--- src/hdl/csr_pkg.sv ---
package csr_pkg;

  //////////////////////////////////////////////////
  // CSR addresses
  //////////////////////////////////////////////////

  typedef enum logic [11:0] {
    CSR_MSTATUS       = 12'h300,
    CSR_MISA          = 12'h301,
    CSR_MIE           = 12'h304,
    CSR_MTVEC         = 12'h305,
    CSR_MCOUNTINHIBIT = 12'h320,
    CSR_MSCRATCH      = 12'h340,
    CSR_MEPC          = 12'h341,
    CSR_MCAUSE        = 12'h342,
    CSR_MTVAL         = 12'h343,
    CSR_MIP           = 12'h344,
    CSR_MCYCLE        = 12'hB00,
    CSR_MINSTRET      = 12'hB02,
    CSR_MCYCLEH       = 12'hB80,
    CSR_MINSTRETH     = 12'hB82,
    CSR_CYCLE         = 12'hC00,  // User read-only aliases
    CSR_INSTRET       = 12'hC02,
    CSR_CYCLEH        = 12'hC80,
    CSR_INSTRETH      = 12'hC82,
    CSR_MIMPID        = 12'hF13
  } csr_num_e;

  typedef enum logic [1:0] {
    CSR_OP_READ  = 2'b00,
    CSR_OP_WRITE = 2'b01,
    CSR_OP_SET   = 2'b10,
    CSR_OP_CLEAR = 2'b11
  } csr_op_e;

  //////////////////////////////////////////////////
  // Register layouts
  //////////////////////////////////////////////////

  localparam logic [1:0] PRIV_LVL_M = 2'b11;  // Only machine mode exists
  localparam int MSTATUS_MIE_BIT  = 3;
  localparam int MSTATUS_MPIE_BIT = 7;

  typedef struct packed {
    logic [18:0] zero3;  // 31:13
    logic [1:0]  mpp;    // 12:11, hardwired to M
    logic [2:0]  zero2;
    logic        mpie;   // 7
    logic [2:0]  zero1;
    logic        mie;    // 3
    logic [2:0]  zero0;
  } mstatus_t;

  typedef struct packed {
    logic        interrupt;       // Set for asynchronous causes
    logic [30:0] exception_code;
  } mcause_t;

  typedef struct packed {
    logic [23:0] addr;   // Base, 256 byte aligned
    logic [5:0]  zero0;
    logic [1:0]  mode;   // Only bit 0 is writable
  } mtvec_t;

  //////////////////////////////////////////////////
  // Request structs
  //////////////////////////////////////////////////

  typedef struct packed {
    logic     valid;
    csr_op_e  op;
    csr_num_e addr;
  } csr_rd_t;

  typedef struct packed {
    logic        valid;
    csr_op_e     op;
    csr_num_e    addr;
    logic [31:0] wdata;
    logic [31:0] old_value;  // Value returned by the earlier read
  } csr_wr_t;

  typedef struct packed {
    logic        save;  // Trap entry
    logic        mret;  // Trap return
    mcause_t     cause;
    logic [31:0] epc;
  } trap_req_t;

  //////////////////////////////////////////////////
  // Constants
  //////////////////////////////////////////////////

  localparam logic [31:0] MISA_VALUE =
      (32'(1) << 2)    // C
    | (32'(1) << 8)    // I
    | (32'(1) << 12)   // M
    | (32'(1) << 30);  // MXL = 1, 32 bit

  localparam logic [31:0] IRQ_MASK           = 32'h0000_0888;  // MSI, MTI, MEI
  localparam logic [31:0] MCOUNTINHIBIT_MASK = 32'h0000_0005;  // CY and IR

endpackage

--- src/hdl/csr_write_ctrl.sv ---
`timescale 1ns/100ps

module csr_write_ctrl import csr_pkg::*; (
  input  csr_wr_t     wr_req_i,  // Write request from the core
  output logic [31:0] wdata_o,   // Final value after the read-modify-write
  output logic        we_o,      // One strobe for all banks
  output csr_num_e    waddr_o    // Banks decode this against their own registers
);

  //////////////////////////////////////////////////
  // Operation rules
  //////////////////////////////////////////////////

  // Set and clear work on the value the core read earlier
  always_comb begin
    case (wr_req_i.op)
      CSR_OP_WRITE: begin
        wdata_o = wr_req_i.wdata;
      end
      CSR_OP_SET: begin
        wdata_o = wr_req_i.old_value | wr_req_i.wdata;
      end
      CSR_OP_CLEAR: begin
        wdata_o = wr_req_i.old_value & ~wr_req_i.wdata;
      end
      default: begin
        wdata_o = wr_req_i.wdata;  // Read, data unused since we_o stays low
      end
    endcase
  end

  // A read op never writes
  assign we_o = wr_req_i.valid && (wr_req_i.op != CSR_OP_READ);

  // Address goes out unchanged, legality is the read side's job
  assign waddr_o = wr_req_i.addr;

endmodule

--- src/hdl/trap_csrs.sv ---
`timescale 1ns/100ps

module trap_csrs import csr_pkg::*; #(
  parameter logic [31:0] MTVEC_RESET_ADDR = 32'h0000_0800
) (
  input  logic        clk,
  input  logic        rst_n,
  input  logic [31:0] wdata_i,         // Write data after set/clear
  input  logic        we_i,
  input  csr_num_e    waddr_i,
  input  trap_req_t   trap_i,          // Trap entry and mret pulses
  output mstatus_t    mstatus_o,
  output logic [31:0] mie_o,
  output mtvec_t      mtvec_o,
  output logic [31:0] mscratch_o,
  output logic [31:0] mepc_o,
  output mcause_t     mcause_o,
  output logic        m_irq_enable_o
);

  // Base from the parameter, direct mode
  localparam mtvec_t MTVEC_RESET_VAL = '{
    addr:  MTVEC_RESET_ADDR[31:8],
    zero0: 6'b0,
    mode:  2'b00
  };

  logic        mstatus_mie_q;   // Global interrupt enable
  logic        mstatus_mpie_q;  // Enable saved on trap entry
  logic [31:0] mie_q;
  mtvec_t      mtvec_q;
  logic [31:0] mscratch_q;
  logic [31:0] mepc_q;
  mcause_t     mcause_q;

  logic mstatus_we, mie_we, mtvec_we, mscratch_we, mepc_we, mcause_we;

  // Address decode, own registers only
  assign mstatus_we  = we_i && (waddr_i == CSR_MSTATUS);
  assign mie_we      = we_i && (waddr_i == CSR_MIE);
  assign mtvec_we    = we_i && (waddr_i == CSR_MTVEC);
  assign mscratch_we = we_i && (waddr_i == CSR_MSCRATCH);
  assign mepc_we     = we_i && (waddr_i == CSR_MEPC);
  assign mcause_we   = we_i && (waddr_i == CSR_MCAUSE);

  //////////////////////////////////////////////////
  // Register update
  //////////////////////////////////////////////////

  always_ff @(posedge clk or negedge rst_n) begin
    if (!rst_n) begin
      mstatus_mie_q  <= 1'b0;
      mstatus_mpie_q <= 1'b0;
      mie_q          <= '0;
      mtvec_q        <= MTVEC_RESET_VAL;
      mscratch_q     <= '0;
      mepc_q         <= '0;
      mcause_q       <= '0;
    end else begin
      // Trap entry, then mret, then software
      if (trap_i.save) begin
        mstatus_mpie_q <= mstatus_mie_q;
        mstatus_mie_q  <= 1'b0;                  // Interrupts off in handler
      end else if (trap_i.mret) begin
        mstatus_mie_q  <= mstatus_mpie_q;        // Restore saved enable
        mstatus_mpie_q <= 1'b1;
      end else if (mstatus_we) begin
        mstatus_mie_q  <= wdata_i[MSTATUS_MIE_BIT];
        mstatus_mpie_q <= wdata_i[MSTATUS_MPIE_BIT];
      end

      if (trap_i.save) begin
        mepc_q   <= {trap_i.epc[31:1], 1'b0};
        mcause_q <= trap_i.cause;
      end else begin
        if (mepc_we) begin
          mepc_q <= {wdata_i[31:1], 1'b0};       // Halfword aligned
        end
        if (mcause_we) begin
          mcause_q <= wdata_i;
        end
      end

      // Not touched by traps
      if (mie_we) begin
        mie_q <= wdata_i & IRQ_MASK;
      end
      if (mtvec_we) begin
        mtvec_q <= '{addr: wdata_i[31:8], zero0: 6'b0, mode: {1'b0, wdata_i[0]}};
      end
      if (mscratch_we) begin
        mscratch_q <= wdata_i;
      end
    end
  end

  // Only mie and mpie are stored, mpp reads as M
  always_comb begin
    mstatus_o      = '0;
    mstatus_o.mpp  = PRIV_LVL_M;
    mstatus_o.mpie = mstatus_mpie_q;
    mstatus_o.mie  = mstatus_mie_q;
  end

  assign mie_o          = mie_q;
  assign mtvec_o        = mtvec_q;
  assign mscratch_o     = mscratch_q;
  assign mepc_o         = mepc_q;
  assign mcause_o       = mcause_q;
  assign m_irq_enable_o = mstatus_mie_q;

endmodule

--- src/hdl/hpm_counters.sv ---
`timescale 1ns/100ps

module hpm_counters import csr_pkg::*; #(
  parameter int COUNTER_WIDTH = 64  // 32 or 64
) (
  input  logic                     clk,
  input  logic                     rst_n,
  input  logic [31:0]              wdata_i,
  input  logic                     we_i,
  input  csr_num_e                 waddr_i,
  input  logic                     instr_ret_i,     // One instruction retires
  output logic [COUNTER_WIDTH-1:0] mcycle_o,
  output logic [COUNTER_WIDTH-1:0] minstret_o,
  output logic [31:0]              mcountinhibit_o
);

  localparam bit HAS_UPPER = (COUNTER_WIDTH > 32);  // Upper half writable

  logic [COUNTER_WIDTH-1:0] mcycle_q, minstret_q;
  logic [31:0]              mcountinhibit_q;

  logic mcycle_wr_lo, mcycle_wr_hi, minstret_wr_lo, minstret_wr_hi;
  logic mcountinhibit_we;

  // Write priority: low half, high half, then count
  function automatic logic [COUNTER_WIDTH-1:0] cnt_next(
    input logic [COUNTER_WIDTH-1:0] cnt_q,
    input logic                     wr_lo,
    input logic                     wr_hi,
    input logic [31:0]              wdata,
    input logic                     inc
  );
    logic [63:0] cnt_ext;
    cnt_ext = 64'(cnt_q);
    if (wr_lo) begin
      cnt_ext[31:0] = wdata;
    end else if (wr_hi) begin
      cnt_ext[63:32] = wdata;
    end else if (inc) begin
      cnt_ext = cnt_ext + 64'd1;
    end
    return cnt_ext[COUNTER_WIDTH-1:0];
  endfunction

  // Only machine addresses write, user aliases are read-only
  assign mcycle_wr_lo     = we_i && (waddr_i == CSR_MCYCLE);
  assign mcycle_wr_hi     = we_i && (waddr_i == CSR_MCYCLEH) && HAS_UPPER;
  assign minstret_wr_lo   = we_i && (waddr_i == CSR_MINSTRET);
  assign minstret_wr_hi   = we_i && (waddr_i == CSR_MINSTRETH) && HAS_UPPER;
  assign mcountinhibit_we = we_i && (waddr_i == CSR_MCOUNTINHIBIT);

  always_ff @(posedge clk or negedge rst_n) begin
    if (!rst_n) begin
      mcycle_q        <= '0;
      minstret_q      <= '0;
      mcountinhibit_q <= MCOUNTINHIBIT_MASK;  // Counters stopped out of reset
    end else begin
      mcycle_q   <= cnt_next(mcycle_q, mcycle_wr_lo, mcycle_wr_hi, wdata_i,
                             !mcountinhibit_q[0]);
      minstret_q <= cnt_next(minstret_q, minstret_wr_lo, minstret_wr_hi, wdata_i,
                             !mcountinhibit_q[2] && instr_ret_i);
      if (mcountinhibit_we) begin
        mcountinhibit_q <= wdata_i & MCOUNTINHIBIT_MASK;
      end
    end
  end

  assign mcycle_o        = mcycle_q;
  assign minstret_o      = minstret_q;
  assign mcountinhibit_o = mcountinhibit_q;

endmodule

--- src/hdl/csr_read_mux.sv ---
`timescale 1ns/100ps

module csr_read_mux import csr_pkg::*; #(
  parameter int COUNTER_WIDTH = 64
) (
  input  csr_rd_t                  rd_req_i,
  input  logic [31:0]              mip_i,
  input  logic [31:0]              mstatus_i,
  input  logic [31:0]              mie_i,
  input  logic [31:0]              mtvec_i,
  input  logic [31:0]              mscratch_i,
  input  logic [31:0]              mepc_i,
  input  logic [31:0]              mcause_i,
  input  logic [COUNTER_WIDTH-1:0] mcycle_i,
  input  logic [COUNTER_WIDTH-1:0] minstret_i,
  input  logic [31:0]              mcountinhibit_i,
  output logic [31:0]              rdata_o,
  output logic                     illegal_o,      // Unknown CSR or write to read-only
  output logic                     counter_rd_o    // Any counter half or alias
);

  logic [63:0] mcycle_ext, minstret_ext;  // Upper half zero for 32 bit counters
  logic        unknown;
  logic        is_counter;
  logic        ro_write;

  assign mcycle_ext   = 64'(mcycle_i);
  assign minstret_ext = 64'(minstret_i);

  //////////////////////////////////////////////////
  // Read select
  //////////////////////////////////////////////////

  always_comb begin
    unknown    = 1'b0;
    is_counter = 1'b0;
    case (rd_req_i.addr)
      CSR_MSTATUS:       rdata_o = mstatus_i;
      CSR_MISA:          rdata_o = MISA_VALUE;
      CSR_MIE:           rdata_o = mie_i;
      CSR_MTVEC:         rdata_o = mtvec_i;
      CSR_MCOUNTINHIBIT: rdata_o = mcountinhibit_i;
      CSR_MSCRATCH:      rdata_o = mscratch_i;
      CSR_MEPC:          rdata_o = mepc_i;
      CSR_MCAUSE:        rdata_o = mcause_i;
      CSR_MIP:           rdata_o = mip_i & IRQ_MASK;  // Implemented lines only
      CSR_MTVAL,
      CSR_MIMPID:        rdata_o = '0;
      CSR_MCYCLE, CSR_CYCLE: begin
        rdata_o    = mcycle_ext[31:0];
        is_counter = 1'b1;
      end
      CSR_MCYCLEH, CSR_CYCLEH: begin
        rdata_o    = mcycle_ext[63:32];
        is_counter = 1'b1;
      end
      CSR_MINSTRET, CSR_INSTRET: begin
        rdata_o    = minstret_ext[31:0];
        is_counter = 1'b1;
      end
      CSR_MINSTRETH, CSR_INSTRETH: begin
        rdata_o    = minstret_ext[63:32];
        is_counter = 1'b1;
      end
      default: begin
        rdata_o = '0;
        unknown = 1'b1;
      end
    endcase
  end

  // Bits 11:10 both set mark a read-only CSR
  assign ro_write = (rd_req_i.op != CSR_OP_READ) && (rd_req_i.addr[11:10] == 2'b11);

  assign illegal_o    = rd_req_i.valid && (unknown || ro_write);
  assign counter_rd_o = rd_req_i.valid && is_counter;

endmodule

--- src/hdl/csr_file.sv ---
`timescale 1ns/100ps

module csr_file import csr_pkg::*; #(
  parameter int          COUNTER_WIDTH    = 64,
  parameter logic [31:0] MTVEC_RESET_ADDR = 32'h0000_0800
) (
  input  logic        clk,
  input  logic        rst_n,
  input  csr_rd_t     rd_req_i,        // Combinational read port
  input  csr_wr_t     wr_req_i,        // Write at the edge where valid is high
  input  trap_req_t   trap_i,
  input  logic        instr_ret_i,
  input  logic [31:0] mip_i,
  output logic [31:0] rdata_o,
  output logic        illegal_o,
  output logic        counter_rd_o,
  output logic [31:0] mie_o,
  output logic [31:0] mepc_o,
  output mtvec_t      mtvec_o,
  output logic        m_irq_enable_o
);

  logic [31:0]              wdata;
  logic                     we;
  csr_num_e                 waddr;
  mstatus_t                 mstatus;
  logic [31:0]              mscratch;
  mcause_t                  mcause;
  logic [COUNTER_WIDTH-1:0] mcycle, minstret;
  logic [31:0]              mcountinhibit;

  //////////////////////////////////////////////////
  // Write side
  //////////////////////////////////////////////////

  csr_write_ctrl u_write_ctrl (
    .wr_req_i (wr_req_i),
    .wdata_o  (wdata),
    .we_o     (we),
    .waddr_o  (waddr)
  );

  trap_csrs #(
    .MTVEC_RESET_ADDR (MTVEC_RESET_ADDR)
  ) u_trap_csrs (
    .clk            (clk),
    .rst_n          (rst_n),
    .wdata_i        (wdata),
    .we_i           (we),
    .waddr_i        (waddr),
    .trap_i         (trap_i),
    .mstatus_o      (mstatus),
    .mie_o          (mie_o),
    .mtvec_o        (mtvec_o),
    .mscratch_o     (mscratch),
    .mepc_o         (mepc_o),
    .mcause_o       (mcause),
    .m_irq_enable_o (m_irq_enable_o)
  );

  hpm_counters #(
    .COUNTER_WIDTH (COUNTER_WIDTH)
  ) u_hpm_counters (
    .clk             (clk),
    .rst_n           (rst_n),
    .wdata_i         (wdata),
    .we_i            (we),
    .waddr_i         (waddr),
    .instr_ret_i     (instr_ret_i),
    .mcycle_o        (mcycle),
    .minstret_o      (minstret),
    .mcountinhibit_o (mcountinhibit)
  );

  //////////////////////////////////////////////////
  // Read side
  //////////////////////////////////////////////////

  csr_read_mux #(
    .COUNTER_WIDTH (COUNTER_WIDTH)
  ) u_read_mux (
    .rd_req_i        (rd_req_i),
    .mip_i           (mip_i),
    .mstatus_i       (mstatus),     // Layouts go over as plain words
    .mie_i           (mie_o),
    .mtvec_i         (mtvec_o),
    .mscratch_i      (mscratch),
    .mepc_i          (mepc_o),
    .mcause_i        (mcause),
    .mcycle_i        (mcycle),
    .minstret_i      (minstret),
    .mcountinhibit_i (mcountinhibit),
    .rdata_o         (rdata_o),
    .illegal_o       (illegal_o),
    .counter_rd_o    (counter_rd_o)
  );

endmodule

--- config.mk ---
export PLATFORM = sky130hd
export DESIGN_NAME = csr_file
export DESIGN_NICKNAME = d
export VERILOG_FILES = /design/src/hdl/csr_pkg.sv /design/src/hdl/csr_write_ctrl.sv /design/src/hdl/trap_csrs.sv /design/src/hdl/hpm_counters.sv /design/src/hdl/csr_read_mux.sv /design/src/hdl/csr_file.sv
export SDC_FILE = /design/constraint.sdc
export NUM_CORES = 1
export LEC_CHECK = 0
export BUFFER_PORTS_ARGS = -buffer_cell sky130_fd_sc_hd__buf_2
export CAP_MARGIN = 0
export CORE_MARGIN = 5
export CORE_UTILIZATION = 40
export CTS_CLUSTER_DIAMETER = 30
export DETAILED_ROUTE_END_ITERATION = 6
export SYNTH_ARGS = -nofsm -noshare
export SYNTH_HDL_FRONTEND = slang
export SYNTH_SLANG_ARGS = --single-unit
--- constraint.sdc ---
create_clock -name clk -period 2.2 [get_ports clk]
set_input_delay 0.11 -clock clk [delete_from_list [all_inputs] [get_ports clk]]
set_output_delay 0.11 -clock clk [all_outputs]
set_load 0.005 [all_outputs]
# After elaboration in Yosys (flattened, before gate mapping)
# Cells that the tools add are included.
[word_totals]
latchBits = 0
elab_cells = 115
mem_bits_rw = 0
rom_bits = 0
out_inout_bits = 131
memories = 0
register_bits = 256
inputBits = 195
[classes]
n_addsub = 2
order_cmp = 0
shift = 0
div_mod_pow = 0
n_reduce_logical = 35
multipliers = 0
n_eq_ne = 37
n_bitwise = 5
muxes = 22
[op_table]
columns = ["op", "n"]
rows = [
  ["32-bit case mux with 13 select lines", 1],
  ["32-bit two-way mux", 10],
  ["12-bit by 10-bit equality test with 1-bit output (second input constant)", 17],
  ["12-bit equality test (second input constant)", 13],
  ["64-bit by 1-bit adder with 64-bit output (second input constant)", 2],
  ["64-bit two-way mux", 2],
  ["32-bit case mux with 2 select lines", 1],
  ["32-bit AND", 1],
  ["32-bit inverter", 1],
  ["32-bit OR", 1],
  ["19-bit OR reduction", 1],
  ["1-bit logical AND", 16],
  ["2-bit nonzero test", 6],
  ["1-bit two-way mux", 8],
  ["2-bit AND reduction", 4],
  ["2-bit OR reduction", 4],
  ["8-bit OR reduction", 1],
  ["2-bit equality test (second input constant)", 3],
  ["2-bit by 1-bit != test with 1-bit output (second input constant)", 2],
  ["2-bit != test (second input constant)", 2],
  ["3-bit nonzero test", 1],
  ["1-bit inverter", 2],
  ["1-bit zero test", 1],
  ["1-bit logical OR", 1],
]

# Longest topological paths before layout
[depth]
word_depth = 6
depth_mapped = 9
depth_no_buf = 7

# Cells and area by module
# Synthesis repeated with hierarchy kept, for this count alone.
[unflattened]
cells_unflattened = 2030
hier_area_um2 = 18495.2
[modules_own_cells]
columns = ["mod", "seq_area_each_um2", "cells_each", "area_per_inst_um2", "instances"]
rows = [
  ["hpm_counters", 3255.6, 973, 8135.3, 1],
  ["trap_csrs", 3129.3, 525, 6517.5, 1],
  ["csr_read_mux", 0.0, 446, 3234.4, 1],
  ["csr_write_ctrl", 0.0, 86, 608.1, 1],
]

# Least setup slack after synthesis
# Ideal clock, no wire load.
[synth_timing]
kind = "register to register"
startpoint = "register u_hpm_counters.mcycle_q[4] (netlist: u_hpm_counters.mcycle_o[4])"
endpoint = "register u_hpm_counters.mcycle_q[49] (netlist: u_hpm_counters.mcycle_o[49])"
n_path_buf = 2
slack_ns = -0.024
required_ns = 2.074
stages_incl_launch_ff = 9
t_arrival_ns = 2.098
synth_period_minus_slack_ns = 2.224
setup_time_ns = 0.126
cell_sequence = "dfrtp_1 -> buf_2 -> nand4_1 -> or3_1 -> buf_2 -> or4_4 -> o211ai_2 -> o41ai_1 -> a221o_1"
[synth_between]
elab_chain_len = 3
[synth_lines]
columns = ["item", "line", "rtl"]
rows = [
  ["start, declared", "hpm_counters.sv:19", "logic [COUNTER_WIDTH-1:0] mcycle_q, minstret_q;"],
  ["start signal, assigned", "hpm_counters.sv:58", "mcycle_q <= cnt_next(mcycle_q, mcycle_wr_lo, mcycle_wr_hi, wdata_i,"],
  ["64-bit by 1-bit adder with 64-bit output", "hpm_counters.sv:40", "cnt_ext = cnt_ext + 64'd1;"],
  ["64-bit two-way mux", "hpm_counters.sv:39", "end else if (inc) begin"],
  ["32-bit two-way mux", "hpm_counters.sv:37", "end else if (wr_hi) begin"],
]
# No other way between the ends. The select of a mux whose other input is x is not followed.
# A chain may end at the register's enable or synchronous reset.

# Worst setup path after layout
[layout_timing]
startpoint = "register u_hpm_counters.mcycle_q[4] (netlist: u_hpm_counters.mcycle_o[4])"
endpoint = "register u_hpm_counters.mcycle_q[56] (netlist: u_hpm_counters.mcycle_o[56])"
# Same word-level chain as after synthesis.

==> out/qor.txt <==
=================================================================================
Result of the run .................................................. finished with violations
Failing checks ..................................................... setup timing
Die X-Extent .......................................................       212 um
Ratio of cells with drive above 1 in the final layout ..............        35.8%
Area grow syn2layout ...............................................        53.7%
Cell at the root of the clock tree ................................. sky130_fd_sc_hd__clkbuf_16
Die area ...........................................................  45100 sq um
Final Slew Violations ..............................................            0
Max-slew headroom ..................................................        48.5%
Flip-flop cell with the highest count after synthesis .............. sky130_fd_sc_hd__dfrtp_1
Flop-to-flop setup slack ...........................................       -30 ps
Core Box Area ......................................................  40600 sq um
Compound-Gate Fraction of Synth Area ...............................        19.2%
Pin count of the biggest net entering global routing ...............          109
Shortest period the worst path allows ..............................      2230 ps
Required time of the critical path .................................      2680 ps
Post-route design area .............................................  25200 sq um
Gr ovfl total ......................................................            0
Detail Route Antenna Nets ..........................................            0
Clock-pin transition on the worst setup and hold timing paths ......        50 ps
Type of destination of the critical path ...........................    flip-flop
Final instance count without filler cells ..........................         3200
Part of the power in registers .....................................        27.5%
Area after DPL .....................................................  20900 sq um
Number of buffer and inverter instances along the worst setup path .            1
Number of optimization iterations in the first detailed-route pass .            6
Chip height ........................................................       212 um
Class of the tightest hold or removal check ........................    in -> reg
Cell breakdown of the critical path ................................ nand4_1 > buf_4 > or4_4 > nor4b_4 > and4_1 > mux2i_1 > a221o_1
Final clock skew ...................................................      44.8 ps
Mapped Area ........................................................  16400 sq um
Count of cells along the worst hold path ...........................            5
Clk buf depth ......................................................            3
Average cell area after synthesis ..................................   8.68 sq um
Avg Vias per Cell ..................................................         6.05
Leakage power ......................................................      11.3 nW
Area fraction in and, or, nand and nor cells after synthesis .......        24.7%
Critical Path Slowest Stage Cell ................................... sky130_fd_sc_hd__or4_4
DRC Markers ........................................................            0
RePlAce Congestion .................................................         1.01
Initial Utilization ................................................        40.3%
Endpoint of the worst register-to-register path .................... u_hpm_counters.mcycle_o[56]
M1 GR Usage ........................................................        47.8%
VDD IR max .........................................................   0.000524 V
Final number of setup-violating endpoints ..........................            2
Proportion of synthesized chip area in sequential cells ............        39.0%
Power share of the clock group .....................................        59.3%
Wire length of the first global-routing pass .......................    119000 um
Met3 Usage GRT .....................................................        7.98%
Gate power share ...................................................        13.3%
Cts bufs inserted ..................................................           75
Adder-Cell Fraction of Synth Area ..................................       0.153%
Number of nets in the final layout .................................         2805
Net switching fraction of the power ................................        27.4%
Yosys cell types ...................................................           91
Total power density per cell area ..................................  758 nW/um^2
Delay contributed by the slowest stage of the critical path ........       560 ps
Peak clock frequency supported by timing ...........................      448 MHz
Worst setup SP type ................................................    flip-flop
Post-synth EDFFs ...................................................            0
Vias in the first global route .....................................        18700
Max-cap violations .................................................            0
Min setup slack post-route .........................................     -32.7 ps
Number of instances in the synthesized netlist .....................         1886
Gr busiest metal ...................................................         met2
Reg2Reg Launch Point ............................................... u_hpm_counters.mcycle_o[4]
Net switching power of the design ..................................      5.22 mW
DRT Wirelength .....................................................     82800 um
Main combinational cell family by area after synthesis ............. simple AND/OR/NAND/NOR gates
Number of top-level design ports ...................................          326
Iteration-0 DRC count of the detailed router .......................         2200
Final period util ..................................................         101%
Vias post-DR .......................................................        19400
Dominant delay contributor by cell family on the critical path ..... simple AND/OR/NAND/NOR gates
Critical path arrival ..............................................      2710 ps
Launch point of the worst hold path ................................ wr_req_i[50]
Worst slack at placement ...........................................      -210 ps
Overall track demand over capacity in global routing ...............        35.3%
Worst-Skew Late Latency ............................................       600 ps
Port Buffer Count ..................................................          258
Placed Cells incl. Taps ............................................         2946
RSZ-0062 raised after global routing ...............................          yes
Floorplan row count ................................................           74
Post-Synth XOR/XNOR Area ...........................................        4.23%
Worst Hold End ..................................................... u_hpm_counters.minstret_o[50]
Total of warnings raised by yosys ..................................            0
Total Neg Setup Slack ..............................................     -36.4 ps
Worst Tran Pin Value ...............................................       773 ps
Proportion of synthesized area in mux cells ........................        7.33%
# H-tree levels ....................................................            3
Final routed wire length divided by cell count .....................      25.9 um
Final-report hold violation count ..................................            0
Hold slack final ...................................................      22.9 ps
Estimated wirelength of the detail-placed design ...................     61400 um
Fraction of registers with async set/reset .........................         100%
Pwr Total ..........................................................      19.1 mW
Number of fill cells ...............................................         3476
CTS tree ...........................................................        built
Number of antenna violations at the first check in global routing ..            3
Count of clock tree sinks ..........................................          255
Largest driver fanout on the critical path .........................            3
R2R cell count .....................................................            7
Antenna diode count ................................................            0
Met2 track demand over resource ....................................        56.5%
Flops & latches, synth .............................................          255
Internal power contribution ........................................      13.8 mW
Core utilization of the finished layout ............................        61.9%
Class of the most critical setup path ..............................   reg -> reg
=================================================================================
==> how the worst max path moves through the flow <==
stage	start	endpoint	slack, ps	cells after the start
after floorplan	u_hpm_counters.mcycle_o[4]	u_hpm_counters.mcycle_o[49]	-4	8
after CTS	u_hpm_counters.mcycle_o[4]	u_hpm_counters.mcycle_o[56]	-40	7
final	u_hpm_counters.mcycle_o[4]	u_hpm_counters.mcycle_o[56]	-30	7
after detailed placement	u_hpm_counters.mcycle_o[4]	u_hpm_counters.mcycle_o[19]	-210	6
after global routing	u_hpm_counters.mcycle_o[6]	u_hpm_counters.mcycle_o[56]	-150	7
after global placement	u_hpm_counters.mcycle_o[4]	u_hpm_counters.mcycle_o[63]	-200	6
==> layout make-up <==
cell class	instances	area (sq um)	area share [%]
well taps	532	666	2.65
inverters	19	71.3	0.284
clock inverters	41	557	2.21
multi-input cells	1497	9700	38.6
flip-flops and latches	255	6390	25.4
clock buffers	96	2120	8.41
repair buffers	760	5650	22.5
==> repair_timing <==
action,CTS,global route
setup buffers,5,21
resized for setup,23,76
pin swaps,4,39
gates cloned,0,1
endpoints found under the setup margin,30,67
hold buffers,91,0
endpoints found under the hold margin,149,0
==> worst register-to-register path, stage by stage (launching register included) <==
cell and delay (ps):
sky130_fd_sc_hd__dfrtp_1 340, sky130_fd_sc_hd__nand4_1 160, sky130_fd_sc_hd__buf_4 180, sky130_fd_sc_hd__or4_4 560, sky130_fd_sc_hd__nor4b_4 290, sky130_fd_sc_hd__and4_1 240, sky130_fd_sc_hd__mux2i_1 80, sky130_fd_sc_hd__a221o_1 260
==> per-layer routing <==
layer | vias to the layer above | share of wire [%]
li1 | 8416 | -
met5 | - | 0
met2 | 1159 | 46
met3 | 210 | 11
met4 | 0 | 3.7
met1 | 9581 | 39
==> flip-flops by register name, indices dropped and copies added (netlist names) <==
signal,flops
u_trap_csrs.mie_o,3
u_trap_csrs.mepc_o,31
u_trap_csrs.mscratch_o,32
u_hpm_counters.mcycle_o,64
u_trap_csrs.mtvec_o,25
u_hpm_counters.mcountinhibit_o,2
u_trap_csrs.mcause_o,32
u_trap_csrs.m_irq_enable_o,1
u_trap_csrs.mstatus_mpie_q,1
u_hpm_counters.minstret_o,64
==> Yosys cell counts (13+ instances only) <==
master | number | area [sq um]
sky130_fd_sc_hd__and4_1 | 15 | 131
sky130_fd_sc_hd__clkbuf_1 | 78 | 293
sky130_fd_sc_hd__mux2i_1 | 85 | 851
sky130_fd_sc_hd__o21a_1 | 19 | 143
sky130_fd_sc_hd__mux2_2 | 15 | 169
sky130_fd_sc_hd__a22oi_1 | 66 | 495
sky130_fd_sc_hd__dfrtp_1 | 252 | 6310
sky130_fd_sc_hd__o21ai_1 | 52 | 260
sky130_fd_sc_hd__or3_1 | 14 | 87.6
sky130_fd_sc_hd__nand2_1 | 309 | 1160
sky130_fd_sc_hd__nor4_1 | 29 | 181
sky130_fd_sc_hd__a21oi_1 | 50 | 250
sky130_fd_sc_hd__a221oi_1 | 27 | 236
sky130_fd_sc_hd__xnor2_1 | 25 | 219
sky130_fd_sc_hd__buf_2 | 23 | 115
sky130_fd_sc_hd__o211ai_1 | 14 | 105
sky130_fd_sc_hd__a222oi_1 | 16 | 160
sky130_fd_sc_hd__inv_1 | 19 | 71.3
sky130_fd_sc_hd__nor2_1 | 92 | 345
sky130_fd_sc_hd__nor3_1 | 47 | 235
sky130_fd_sc_hd__nand3_1 | 106 | 531
sky130_fd_sc_hd__xor2_1 | 54 | 473
sky130_fd_sc_hd__and3_1 | 23 | 144
sky130_fd_sc_hd__nand4_1 | 58 | 363
sky130_fd_sc_hd__a221o_1 | 14 | 140
sky130_fd_sc_hd__and2_1 | 13 | 81.3
sky130_fd_sc_hd__buf_4 | 38 | 285
sky130_fd_sc_hd__o21ai_0 | 148 | 741
==> logic make-up (layout without fill, tap and decap cells) <==
| kind of cell | Yosys count | count (layout) |
|---|---|---|
| and+or+nand+nor | 790 | 790 |
| adders and majority gates | 2 | 2 |
| DFF | 255 | 255 |
| muxes | 112 | 112 |
| xor gates and xnor gates | 79 | 79 |
| AOI/OAI and AO/OA | 477 | 477 |
| other | 1 | 37 |
| buffers and inverters | 170 | 916 |
==> power groups by stage <==
| stage | sequential, mW | combinational, mW | clock [mW] |
|---|---|---|---|
| final | 5.24 | 2.53 | 11.3 |
| after global routing | 5.26 | 2.67 | 11.6 |
| after CTS | 5.22 | 2.35 | 11.3 |
| after detailed placement | 5.28 | 2.18 | 0 |
| after global placement | 5.27 | 2.14 | 0 |
| after floorplan | 5.32 | 0.809 | 0 |
==> cells in the final DEF, fill, tap and decap left out, types with 54 or more instances in the layout <==
| cell | netlist | layout |
|---|---|---|
| sky130_fd_sc_hd__mux2i_1 | 85 | 82 |
| sky130_fd_sc_hd__buf_4 | 38 | 378 |
| sky130_fd_sc_hd__buf_2 | 23 | 256 |
| sky130_fd_sc_hd__nand2_1 | 309 | 306 |
| sky130_fd_sc_hd__xor2_1 | 54 | 54 |
| sky130_fd_sc_hd__dfrtp_1 | 252 | 247 |
| sky130_fd_sc_hd__clkbuf_16 | 0 | 76 |
| sky130_fd_sc_hd__a22oi_1 | 66 | 65 |
| sky130_fd_sc_hd__nor2_1 | 92 | 89 |
| sky130_fd_sc_hd__nand4_1 | 58 | 58 |
| sky130_fd_sc_hd__o21ai_0 | 148 | 144 |
| sky130_fd_sc_hd__o21ai_1 | 52 | 55 |
| sky130_fd_sc_hd__dlygate4sd3_1 | 0 | 91 |
| sky130_fd_sc_hd__nand3_1 | 106 | 102 |
(Power assumes the default switching activity.)
